==> src/logic/axi_regs_cfg.svh <==
// register window geometry; changing the data width also changes the strobe width
`ifndef AXI_REGS_CFG_SVH
`define AXI_REGS_CFG_SVH

// byte address of register 0
`define AXI_REGS_BASE 32'h4000_0000

// number of 32-bit registers in the window
`define AXI_REGS_COUNT 16

// bus widths
`define AXI_ADDR_W 32
`define AXI_DATA_W 32

// one strobe bit per data byte
`define AXI_STRB_W (`AXI_DATA_W / 8)

// register index width, derived from the count
`define AXI_IDX_W $clog2(`AXI_REGS_COUNT)

`endif

==> src/logic/axi_regs_pkg.sv <==
// channel payloads and address decode for a 16 x 32-bit AXI4-Lite window; no PROT, IDs or bursts
`include "axi_regs_cfg.svh"

package axi_regs_pkg;

    // AW or AR payload
    typedef struct packed {
        logic [`AXI_ADDR_W-1:0] addr;
    } addr_chan_t;

    // W payload
    typedef struct packed {
        logic [`AXI_DATA_W-1:0] data;
        logic [`AXI_STRB_W-1:0] strb;
    } wdata_chan_t;

    // only the two codes this slave ever returns
    typedef enum logic [1:0] {
        RESP_OKAY   = 2'b00,
        RESP_SLVERR = 2'b10
    } resp_e;

    typedef struct packed {
        resp_e resp;
    } bresp_chan_t;

    typedef struct packed {
        logic [`AXI_DATA_W-1:0] data;
        resp_e                  resp;
    } rdata_chan_t;

    typedef struct packed {
        logic                  hit;
        logic [`AXI_IDX_W-1:0] index;
    } decode_t;

    // single-cycle write request into the register bank
    typedef struct packed {
        logic [`AXI_IDX_W-1:0]  index;
        logic [`AXI_DATA_W-1:0] data;
        logic [`AXI_STRB_W-1:0] strb;
    } reg_wr_t;

    // hit needs a word-aligned address inside the window
    function automatic decode_t addr_decode(input logic [`AXI_ADDR_W-1:0] addr);
        logic [`AXI_ADDR_W-1:0] offset;
        decode_t                dec;
        offset    = addr - `AXI_REGS_BASE;
        dec.hit   = (addr >= `AXI_REGS_BASE)
                  && (offset < `AXI_ADDR_W'(`AXI_REGS_COUNT * `AXI_STRB_W))
                  && (addr[1:0] == 2'b00);
        dec.index = offset[`AXI_IDX_W+1:2];
        return dec;
    endfunction

endpackage

==> src/logic/axi_chan_slice.sv <==
// one-entry channel buffer; accepts only when empty, so at most one entry every two cycles
`timescale 1ns/1ps

module axi_chan_slice #(
    parameter type payload_t = logic [31:0]
) (
    input  logic     clk,
    input  logic     rst,

    // upstream side
    input  payload_t in,
    input  logic     in_valid,
    output logic     in_ready,

    // downstream side
    output payload_t out,
    output logic     out_valid,
    input  logic     out_ready
);

    logic     full;
    payload_t data_q;

    // ready comes from state only, never from in_valid
    assign in_ready  = !full;
    assign out_valid = full;
    assign out       = data_q;

    // push and pop never overlap since a push needs an empty slice
    always_ff @(posedge clk) begin
        if (rst) begin
            full <= 1'b0;
        end else if (in_valid && in_ready) begin
            full <= 1'b1;
        end else if (out_valid && out_ready) begin
            full <= 1'b0;
        end
    end

    always_ff @(posedge clk) begin
        if (in_valid && in_ready) begin
            data_q <= in;
        end
    end

endmodule

==> src/logic/axi_read_engine.sv <==
// reads the 16 x 32-bit bank; a miss returns zero data with SLVERR and skips the bank
`timescale 1ns/1ps

module axi_read_engine (
    input  logic                      clk,
    input  logic                      rst,

    // address entries from the AR slice
    input  axi_regs_pkg::addr_chan_t  ar,
    input  logic                      ar_valid,
    output logic                      ar_ready,

    // bank read port, data one cycle after rd_en
    output logic                      rd_en,
    output logic [3:0]                rd_index,
    input  logic [31:0]               rd_data,

    // read response
    output axi_regs_pkg::rdata_chan_t r,
    output logic                      r_valid,
    input  logic                      r_ready
);

    logic                  pop;
    logic                  hit_q;
    logic                  r_valid_q;
    axi_regs_pkg::decode_t dec;

    // R hold is free, or frees up in this cycle
    assign ar_ready = !r_valid_q || r_ready;
    assign pop      = ar_valid && ar_ready;

    assign dec      = axi_regs_pkg::addr_decode(ar.addr);
    assign rd_en    = pop && dec.hit;
    assign rd_index = dec.index;

    always_ff @(posedge clk) begin
        if (rst) begin
            r_valid_q <= 1'b0;
        end else if (pop) begin
            r_valid_q <= 1'b1;
        end else if (r_ready) begin
            r_valid_q <= 1'b0;
        end
    end

    // hit flag travels alongside the bank access
    always_ff @(posedge clk) begin
        if (pop) begin
            hit_q <= dec.hit;
        end
    end

    // rd_data only moves on the next pop, so it stays put while R is held
    assign r_valid = r_valid_q;
    assign r.data  = hit_q ? rd_data : 32'h0;
    assign r.resp  = hit_q ? axi_regs_pkg::RESP_OKAY : axi_regs_pkg::RESP_SLVERR;

endmodule

==> src/logic/axi_reg_bank.sv <==
// plain storage with no side effects; index is trusted, the engines do the address check
`timescale 1ns/1ps
`include "axi_regs_cfg.svh"

module axi_reg_bank (
    input  logic                   clk,
    input  logic                   rst,

    // write port with byte strobes
    input  logic                   wr_en,
    input  axi_regs_pkg::reg_wr_t  wr,

    // registered read port
    input  logic                   rd_en,
    input  logic [`AXI_IDX_W-1:0]  rd_index,
    output logic [`AXI_DATA_W-1:0] rd_data
);

    logic [`AXI_DATA_W-1:0] regs_q [`AXI_REGS_COUNT];
    logic [`AXI_DATA_W-1:0] byte_mask;

    // expand each strobe bit over its byte lane
    always_comb begin
        for (int i = 0; i < `AXI_STRB_W; i++) begin
            byte_mask[8*i +: 8] = {8{wr.strb[i]}};
        end
    end

    always_ff @(posedge clk) begin
        if (rst) begin
            for (int i = 0; i < `AXI_REGS_COUNT; i++) begin
                regs_q[i] <= '0;
            end
        end else if (wr_en) begin
            regs_q[wr.index] <= (regs_q[wr.index] & ~byte_mask) | (wr.data & byte_mask);
        end
    end

    // a read in the same cycle as a write sees the old word
    always_ff @(posedge clk) begin
        if (rst) begin
            rd_data <= '0;
        end else if (rd_en) begin
            rd_data <= regs_q[rd_index];
        end
    end

endmodule

==> src/logic/axi_regs_top.sv <==
// AXI4-Lite slave at 0x4000_0000, 16 words; single outstanding response per direction
`timescale 1ns/1ps

module axi_regs_top (
    input  logic                      clk,
    input  logic                      rst,

    input  axi_regs_pkg::addr_chan_t  aw,
    input  logic                      aw_valid,
    output logic                      aw_ready,

    input  axi_regs_pkg::wdata_chan_t w,
    input  logic                      w_valid,
    output logic                      w_ready,

    output axi_regs_pkg::bresp_chan_t b,
    output logic                      b_valid,
    input  logic                      b_ready,

    input  axi_regs_pkg::addr_chan_t  ar,
    input  logic                      ar_valid,
    output logic                      ar_ready,

    output axi_regs_pkg::rdata_chan_t r,
    output logic                      r_valid,
    input  logic                      r_ready
);

    // slice outputs toward the engines
    axi_regs_pkg::addr_chan_t  aw_buf;
    logic                      aw_buf_valid;
    logic                      aw_buf_ready;
    axi_regs_pkg::wdata_chan_t w_buf;
    logic                      w_buf_valid;
    logic                      w_buf_ready;
    axi_regs_pkg::addr_chan_t  ar_buf;
    logic                      ar_buf_valid;
    logic                      ar_buf_ready;

    // bank ports
    logic                      wr_en;
    axi_regs_pkg::reg_wr_t     wr;
    logic                      rd_en;
    logic [3:0]                rd_index;
    logic [31:0]               rd_data;

    axi_chan_slice #(
        .payload_t (axi_regs_pkg::addr_chan_t)
    ) u_aw_slice (
        .clk       (clk),
        .rst       (rst),
        .in        (aw),
        .in_valid  (aw_valid),
        .in_ready  (aw_ready),
        .out       (aw_buf),
        .out_valid (aw_buf_valid),
        .out_ready (aw_buf_ready)
    );

    axi_chan_slice #(
        .payload_t (axi_regs_pkg::wdata_chan_t)
    ) u_w_slice (
        .clk       (clk),
        .rst       (rst),
        .in        (w),
        .in_valid  (w_valid),
        .in_ready  (w_ready),
        .out       (w_buf),
        .out_valid (w_buf_valid),
        .out_ready (w_buf_ready)
    );

    axi_chan_slice #(
        .payload_t (axi_regs_pkg::addr_chan_t)
    ) u_ar_slice (
        .clk       (clk),
        .rst       (rst),
        .in        (ar),
        .in_valid  (ar_valid),
        .in_ready  (ar_ready),
        .out       (ar_buf),
        .out_valid (ar_buf_valid),
        .out_ready (ar_buf_ready)
    );

    axi_write_engine u_write_engine (
        .clk      (clk),
        .rst      (rst),
        .aw       (aw_buf),
        .aw_valid (aw_buf_valid),
        .aw_ready (aw_buf_ready),
        .w        (w_buf),
        .w_valid  (w_buf_valid),
        .w_ready  (w_buf_ready),
        .b        (b),
        .b_valid  (b_valid),
        .b_ready  (b_ready),
        .wr_en    (wr_en),
        .wr       (wr)
    );

    axi_read_engine u_read_engine (
        .clk      (clk),
        .rst      (rst),
        .ar       (ar_buf),
        .ar_valid (ar_buf_valid),
        .ar_ready (ar_buf_ready),
        .rd_en    (rd_en),
        .rd_index (rd_index),
        .rd_data  (rd_data),
        .r        (r),
        .r_valid  (r_valid),
        .r_ready  (r_ready)
    );

    axi_reg_bank u_reg_bank (
        .clk      (clk),
        .rst      (rst),
        .wr_en    (wr_en),
        .wr       (wr),
        .rd_en    (rd_en),
        .rd_index (rd_index),
        .rd_data  (rd_data)
    );

endmodule

==> src/logic/axi_write_engine.sv <==
// pairs one AW entry with one W entry; a miss writes nothing and answers SLVERR
`timescale 1ns/1ps

module axi_write_engine (
    input  logic                      clk,
    input  logic                      rst,

    // address entries from the AW slice
    input  axi_regs_pkg::addr_chan_t  aw,
    input  logic                      aw_valid,
    output logic                      aw_ready,

    // data entries from the W slice
    input  axi_regs_pkg::wdata_chan_t w,
    input  logic                      w_valid,
    output logic                      w_ready,

    // write response
    output axi_regs_pkg::bresp_chan_t b,
    output logic                      b_valid,
    input  logic                      b_ready,

    // bank write port
    output logic                      wr_en,
    output axi_regs_pkg::reg_wr_t     wr
);

    logic                    pop;
    axi_regs_pkg::decode_t   dec;
    axi_regs_pkg::resp_e     resp_q;
    logic                    b_valid_q;

    // both entries leave together, and only once the B hold is free
    assign pop = aw_valid && w_valid && !b_valid_q;

    // each side is ready when the other side has its entry
    assign aw_ready = w_valid && !b_valid_q;
    assign w_ready  = aw_valid && !b_valid_q;

    // address rule shared with the read side
    assign dec = axi_regs_pkg::addr_decode(aw.addr);

    // bank write in the pop cycle
    assign wr_en    = pop && dec.hit;
    assign wr.index = dec.index;
    assign wr.data  = w.data;
    assign wr.strb  = w.strb;

    // B hold, set by a pop and cleared by the handshake
    always_ff @(posedge clk) begin
        if (rst) begin
            b_valid_q <= 1'b0;
        end else if (pop) begin
            b_valid_q <= 1'b1;
        end else if (b_ready) begin
            b_valid_q <= 1'b0;
        end
    end

    // response code captured with the pop, stable while held
    always_ff @(posedge clk) begin
        if (pop) begin
            if (dec.hit) begin
                resp_q <= axi_regs_pkg::RESP_OKAY;
            end else begin
                resp_q <= axi_regs_pkg::RESP_SLVERR;
            end
        end
    end

    assign b_valid = b_valid_q;
    assign b.resp  = resp_q;

endmodule

==> config.mk <==
export PLATFORM = sky130hd
export DESIGN_NAME = axi_regs_top
export DESIGN_NICKNAME = d
export VERILOG_FILES = /design/src/logic/axi_regs_pkg.sv /design/src/logic/axi_chan_slice.sv /design/src/logic/axi_read_engine.sv /design/src/logic/axi_reg_bank.sv /design/src/logic/axi_regs_top.sv /design/src/logic/axi_write_engine.sv
export VERILOG_INCLUDE_DIRS = /design/src /design/src/logic
export SDC_FILE = /design/constraint.sdc
export NUM_CORES = 1
export LEC_CHECK = 0
export BUFFER_PORTS_ARGS = -buffer_cell sky130_fd_sc_hd__buf_2
export CORE_ASPECT_RATIO = 0.75
export CORE_MARGIN = 4
export CORE_UTILIZATION = 55
export DETAILED_ROUTE_END_ITERATION = 6
export GPL_ROUTABILITY_DRIVEN = 0
export GPL_TIMING_DRIVEN = 0
export HOLD_SLACK_MARGIN = 0.1
export PLACE_DENSITY_LB_ADDON = 0.15
export SKIP_CTS_REPAIR_TIMING = 1
export SLEW_MARGIN = 15
export SYNTH_ARGS = -nofsm -noshare
export SYNTH_HDL_FRONTEND = slang
export SYNTH_SLANG_ARGS = --single-unit
==> constraint.sdc <==
create_clock -name clk -period 5.5 [get_ports clk]
set_input_delay 0.55 -clock clk [delete_from_list [all_inputs] [get_ports clk]]
set_output_delay 0.55 -clock clk [all_outputs]
set_load 0.03 [all_outputs]
## Word level (Yosys, flattened, before mapping)

Memory sizes are Yosys's and may differ from the RTL's. A register that Yosys moved wholly into a read port is not among the register bits.
Cells that the tools add are included.

- Register bits after elaboration: 108
- RAM bits: 512
- Input port bits: 107
- Output and inout bits: 41
- Logic and storage cells: 73
- Memories kept: 1

- Add/sub/neg operators: 2
- Magnitude comparators: 4
- Mux-type cells: 21
- Bitwise logic cells: 4
- Reduce and logical (&&, ||, !) cells: 30

Memories:

| memory | words | width | rd ports | clocked after Yosys merged registers in | wr ports | RTL line | text |
|---|---|---|---|---|---|---|---|
| u_reg_bank.regs_q | 16 | 32 | 2 | 1 | 16 | axi_reg_bank.sv:19 | `` logic [`AXI_DATA_W-1:0] regs_q [`AXI_REGS_COUNT]; `` |

Operators with widths:

| kind | count |
|---|---|
| $and 32x32->32 | 2 |
| $ge 32x31->1 const B | 2 |
| $lt 32x7->1 const B | 2 |
| $mux 32 | 2 |
| $sub 32x31->32 const B | 2 |
| $not 32->32 | 1 |
| $or 32x32->32 | 1 |
| $reduce_or 32->1 | 1 |
| $logic_and 1x1->1 | 16 |
| $mux 1 | 16 |
| $reduce_bool 2->1 | 5 |
| $logic_not 1->1 | 5 |
| $logic_not 2->1 | 2 |
| $mux 2 | 2 |
| $mux 4 | 1 |
| $logic_or 1x1->1 | 1 |

## Longest topological paths before layout

Gate-level depths: netlist (run 1).

- Word-level depth: 10
- Mapped depth: 9
- Mapped depth without buffers: 4

## By module

From an unflattened synthesis (run 1), not the netlist that was laid out.

- Cell total of the unflattened synthesis: 2459
- Area total of the unflattened synthesis: 32632.5 um^2

Modules (own cells, without submodules):

| module | instances | cells an instance | area an instance (um^2) | sequential area each (um^2) |
|---|---|---|---|---|
| axi_reg_bank | 1 | 2223 | 28623.7 | 16015.4 |
| axi_chan_slice (u_ar_slice ...) | 2 | 37 | 1004.7 | 980.9 |
| axi_chan_slice (u_w_slice) | 1 | 41 | 1124.8 | 1101.1 |
| axi_write_engine | 1 | 61 | 466.7 | 50.0 |
| axi_read_engine | 1 | 60 | 407.9 | 50.0 |

## Worst setup path after synthesis (run 1)

OpenSTA, ideal clock, no wires.

- Path type: reg-to-reg
- Start: register u_write_engine.b_valid_q (netlist: u_write_engine.b_valid)
- End: memory u_reg_bank.regs_q[14][0] in the netlist's numbering (enable)
- Library setup time: 0.389 ns
- Arrival time: 2.320 ns
- Data required time: 5.111 ns
- Setup slack: 2.790 ns
- Stages on the path, launching flop included: 7
- Buffers on the path: 2
- Period minus slack after synthesis: 2.710 ns
- Path through: dfxtp_1 nand3b_1 nor2_1 buf_2 nand4_1 clkbuf_1 nand2_1

RTL lines:

| item | RTL line | text |
|---|---|---|
| start: declaration | axi_write_engine.sv:31 | `logic b_valid_q;` |
| start signal: assignment | axi_write_engine.sv:52 | `b_valid_q <= 1'b0;` |
| start signal: assignment | axi_write_engine.sv:54 | `b_valid_q <= 1'b1;` |
| start signal: assignment | axi_write_engine.sv:56 | `b_valid_q <= 1'b0;` |
| end: declaration | axi_reg_bank.sv:19 |  |

==> results of run 1 <==
## kinds of logic (layout without fill, tap and decap cells)
logic type | after synthesis | after routing | share of synthesized area, %
and+or+nand+nor | 766 | 766 | 13.0
DFF | 651 | 651 | 60.0
buffers and inverters | 294 | 584 | 5.25
muxes | 256 | 256 | 18.0
AOI/OAI and AO/OA | 165 | 165 | 3.74
other | 1 | 4 | 0.0117
## sequential cells by signal, summed over array words and instances (netlist names)
| name | count |
|---|---|
| u_ar_slice.out | 32 |
| u_ar_slice.out_valid | 1 |
| u_aw_slice.out | 32 |
| u_aw_slice.out_valid | 1 |
| u_read_engine.hit_q | 1 |
| u_read_engine.r_valid | 1 |
| u_reg_bank.rd_data | 32 |
| u_reg_bank.regs_q | 512 |
| u_w_slice.out | 36 |
| u_w_slice.out_valid | 1 |
| u_write_engine.b | 1 |
| u_write_engine.b_valid | 1 |
## power groups by stage
stage / Sequential, uW / Clock [uW] / Combinational (uW)
2_1_floorplan: 5750 / 0 / 820
3_3_place_gp: 5780 / 0 / 1210
3_5_place_dp: 5790 / 0 / 1240
4_1_cts: 5680 / 5000 / 1250
5_1_grt: 5700 / 5220 / 1330
6_report: 5690 / 5010 / 1290
## cell type report
type                    count  area (sq um)  share of cell area, %
repair buffers            166           971                   2.66
flip-flops and latches    651         19200                   52.6
clock buffers              91          1950                   5.36
plain buffers             287          1660                   4.54
clock inverters            33           425                   1.17
multi-input cells        1189         11200                   30.9
inverters                   7          26.3                 0.0721
well taps                 780           976                   2.68
diodes                      2          5.00                 0.0137
## metal layers
layer / GRT usage (%) / up-vias / part of all wire, %
li1: - / 9033 / -
met1: 49.5 / 11200 / 36
met2: 48.9 / 2014 / 43
met3: 11.7 / 314 / 16
met4: 12.9 / 6 / 4.4
met5: 0 / - / 0.097
## through the flow
| step | instance area [sq um] | power [uW] | worst slack, ns | std cells |
|---|---|---|---|---|
| after floorplan | 32000 | 6570 | 2.79 | 2134 |
| after detailed placement | 33900 | 7030 | 1.64 | 3064 |
| after CTS | 36300 | 11900 | 1.69 | 3188 |
| final | 36400 | 12000 | 1.68 | 3206 |
| after global routing | 36400 | 12300 | 1.69 | 3204 |
| after global placement | 33700 | 6990 | 0.401 | 3059 |
## worst paths after layout
path | depth (start not counted) | slack [ns] | endpoint | start
setup / recovery | 9 | 1.68 | u_reg_bank.regs_q[2][7]$_SDFFCE_PN0P_ | u_aw_slice.out[3]$_DFFE_PP_
hold / removal | 1 | 0.1 | u_aw_slice.out[3]$_DFFE_PP_ | aw[3]
setup reg to reg | 9 | 1.68 | u_reg_bank.regs_q[2][7]$_SDFFCE_PN0P_ | u_aw_slice.out[3]$_DFFE_PP_
hold reg to reg | 1 | 0.47 | u_reg_bank.rd_data[26]$_SDFFE_PP0P_ | u_reg_bank.rd_data[26]$_SDFFE_PP0P_
## critical path: stages, from the launching register on
cell and delay, ns:
edfxtp_1 0.32, buf_4 0.17, buf_4 0.26, buf_2 0.31, nand2b_1 0.18, nor3_1 0.16
nand4_1 0.46, clkbuf_1 0.62, nand2_2 0.68, buf_12 0.29
## cells in the final DEF, fill, tap and decap left out, drive strengths merged, types with 6 or more instances in the layout
cell         instances
inv                  8
buf                308
nor3               519
mux4               256
and2                34
nor4                14
nor2b               39
bufinv              10
nand2               84
nand4               17
nand2b               6
dlygate4sd3         16
edfxtp             614
nor2                15
a22oi               96
a22o                32
dfxtp               37
clkinv              21
and3                33
a21oi               34
clkbuf             220
==> flow_metrics.tcl, run 1 <==
set metrics [dict create \
    yosys_warnings 0 \
    critPathRequiredTime_ns 5.81 \
    dp_hpwl_microns 66000 \
    fin_crit_sh_pct 69.5 \
    max-clock-path-buffers 3 \
    synth-async-reset-ratio_pct 0 \
    insertion_delay_ns 0.63 \
    drt_iter0_drc 3608 \
    wl_microns 107000 \
    die_h_microns 217 \
    synth_common_cells "edfxtp_1 (614), nor3_1 (471), mux4_2 (256)" \
    rows 76 \
    die_width_microns 286 \
    cap_violations 0 \
    area_delta_synth_final_pct 14.0 \
    htreeDepth 3 \
    clk_transition_reported_paths_ns 0.06 \
    hold_slack_ns 0.0956 \
    seq_power_share_pct 47.5 \
    first_pass_iters 6 \
    root_buffer "clkbuf_16" \
    track_usage_pct 34.3 \
    utilization_pct 63.4 \
    cts.sinks 651 \
    nets 2477 \
    net-switching-power_uw 2920 \
    syn_avg_cell_area_sq_um 15.0 \
    min_path_type "input pin to flip-flop" \
    portBuffers 145 \
    netlist.area_leader.share_pct 57.7 \
    internal_power_uw 9060 \
    fillers 4239 \
    worstPathArrival_ns 4.13 \
    die_area_sq_mm 0.0621 \
    power.density_mw_per_mm2 329 \
    skew_ns 0.0207 \
    mappedNetlistArea_sq_mm 0.0320 \
    postRouteAntennaNets 0 \
    finalHoldViolCount 0 \
    slew_headroom_pct 6.41 \
    criticalPathCategory "flip-flop to flip-flop" \
    yosysTopAreaCell "edfxtp_1" \
    pwr-share-comb_pct 10.7 \
    grt_max_degree 33 \
    synth.area.top_cells "edfxtp_1 (58%), mux4_2 (18%), nor3_1 (7.4%)" \
    synth_seq_cells 651 \
    leakagePower_uw 0.0126 \
    grt_pass1_vias 21800 \
    vias 22500 \
    fin_crit_ns 3.82 \
    cts_tree "built" \
    ys.flop_type "edfxtp_1" \
    swShare_pct 24.4 \
    synth_edf_count 614 \
    syn_inst 2133 \
    start_util_pct 55.6 \
    p_clk_share_pct 41.8 \
    numCtsBuffers 68 \
    io-pin-count 148 \
    yosysSeqAreaShare_pct 60.0 \
    yosysMostFrequentCell "edfxtp_1" \
    rsz0062_at_grt "false" \
    setup_violations 0 \
    fin_setup_tns_ns 0 \
    wl_per_cell_microns 33.3 \
    fmax_mhz 262 \
    drive_gt1_share_pct 29.3 \
    coreArea_sq_mm 0.0574 \
    antenna_found_initial 3 \
    maxSlewViolCount 0 \
    ys_types 32 \
    route.detailed.drc 0 \
    start_kind "flip-flop" \
    cp_max_fo 17 \
    critPathCaptureType "flip-flop" \
    grt_pass1_wl_microns 151000 \
    overflow 0 \
    status "complete, no violations" \
    via_per_inst 7.03 \
    tightest_slew_ns 1.40 \
    irDropWorstVdd_mv 0.260 \
]
No activity file was read; power rests on OpenSTA's default activity.
==> inputs of run 2 (changes only) <==
- clock period: 5.5 -> 3.8 ns (I/O delays scaled with it)
==> flow_metrics.tcl, run 2 (synthesis results as in run 1) <==
set metrics [dict create \
    irDropWorstVdd_mv 0.374 \
    rsz0062_at_grt "false" \
    skew_ns 0.0221 \
    numCtsBuffers 68 \
    power.density_mw_per_mm2 466 \
    cp_max_fo 32 \
    cap_violations 0 \
    first_pass_iters 6 \
    fin_area_sq_mm 0.0373 \
    drive_gt1_share_pct 28.3 \
    fin_crit_ns 3.78 \
    start_kind "flip-flop" \
    worstPathArrival_ns 3.93 \
    path_common_cell "buf_4" \
    wl_per_cell_microns 32.8 \
    max-clock-path-buffers 3 \
    mostFrequentLayoutCell "edfxtp_1" \
    slew_headroom_pct 11.5 \
    die_width_microns 286 \
    totalPowerFinal_uw 17400 \
    dp_hpwl_microns 66000 \
    drt_iter0_drc 3679 \
    leakagePower_uw 0.0129 \
    die_h_microns 217 \
    grt_max_degree 33 \
    critical-path-max-stage-delay_ns 0.88 \
    dpl-instance-area_sq_mm 0.0339 \
    status "complete, no violations" \
    fin_crit_sh_pct 99.4 \
    grt_pass1_wl_microns 151000 \
    largest_register "u_reg_bank.regs_q" \
    die_area_sq_mm 0.0621 \
    rows 76 \
    clk_transition_reported_paths_ns 0.06 \
    crit_chain "buf_4 -> buf_4 -> buf_2 -> nand2b_1 -> nor2_1 -> nand4_1 -> clkbuf_1 -> nand2_4" \
    track_usage_pct 34.3 \
    dp.cells 3064 \
    cts.sinks 651 \
    insertion_delay_ns 0.62 \
    coreArea_sq_mm 0.0574 \
    criticalPathCategory "flip-flop to flip-flop" \
    portBuffers 145 \
    postRouteAntennaNets 0 \
    finalHoldViolCount 0 \
    via_per_inst 6.96 \
    wl_microns 108000 \
    path_buf_inv 4 \
    min_path_type "input pin to flip-flop" \
    maxSlewViolCount 0 \
    critPathCaptureType "flip-flop" \
    fillers 4143 \
    critPathSlowestCell "clkbuf_1" \
    grt_pass1_vias 21800 \
    area_delta_synth_final_pct 16.8 \
    path_delay_family "buffers and inverters" \
    root_buffer "clkbuf_16" \
    nets 2566 \
    io-pin-count 148 \
    start_util_pct 55.6 \
    fmax_mhz 265 \
    antenna_found_initial 3 \
    critPathRequiredTime_ns 3.95 \
    setup_violations 0 \
    route.detailed.drc 0 \
    tightest_slew_ns 1.33 \
    overflow 0 \
    htreeDepth 3 \
    cts_tree "built" \
    largest_reg_flops 512 \
    vias 22900 \
    fin_setup_tns_ns 0 \
    layoutNonFillerInstCount 3294 \
    hold_slack_ns 0.213 \
    final_cell_mix "edfxtp_1 (614), nor3_1 (471), mux4_2 (256)" \
]
[run 2: final timing paths]
path | slack (ns) | cells past startpoint | to | start
setup / recovery | 0.02 | 8 | u_reg_bank.regs_q[5][14]$_SDFFCE_PN0P_ | u_aw_slice.out[3]$_DFFE_PP_
hold / removal | 0.21 | 2 | u_write_engine.b_valid$_SDFFE_PP0P_ | rst
setup reg to reg | 0.02 | 8 | u_reg_bank.regs_q[5][14]$_SDFFCE_PN0P_ | u_aw_slice.out[3]$_DFFE_PP_
hold reg to reg | 0.47 | 1 | u_reg_bank.rd_data[26]$_SDFFE_PP0P_ | u_reg_bank.rd_data[26]$_SDFFE_PP0P_
[run 2: metal layers]
| metal | vias up | share of wire [%] | global-route usage (%) |
|---|---|---|---|
| li1 | 9206 | - | - |
| met1 | 11400 | 37 | 49.5 |
| met2 | 1987 | 43 | 48.9 |
| met3 | 315 | 16 | 11.7 |
| met4 | 6 | 4.3 | 12.9 |
| met5 | - | 0.058 | 0 |
[run 2: through the flow]
stage,setup slack [ns],utilization [%]
after floorplan,1.09,-
after global placement,-1.24,58.6
after detailed placement,0.0294,59.0
after CTS,-0.0111,63.2
after global routing,0.0807,65.0
final,0.0241,65.0
[run 2: cell type report]
| class | count | area [sq um] | share of cell area (%) |
|---|---|---|---|
| inverter | 7 | 26.3 | 0.0704 |
| timing repair buffer | 255 | 1860 | 4.99 |
| tap | 780 | 976 | 2.61 |
| sequential | 651 | 19200 | 51.4 |
| buffer | 287 | 1660 | 4.43 |
| antenna | 1 | 2.50 | 0.00670 |
| multi-input combinational | 1189 | 11300 | 30.1 |
| clock inverter | 33 | 425 | 1.14 |
| clock buffer | 91 | 1950 | 5.23 |
[run 2: power by group]
group	switching, uW	internal (uW)	total [uW]	leakage, uW
clock	2930	4310	7240	0.00117
combinational	1170	763	1940	0.00520
sequential	131	8100	8230	0.00657
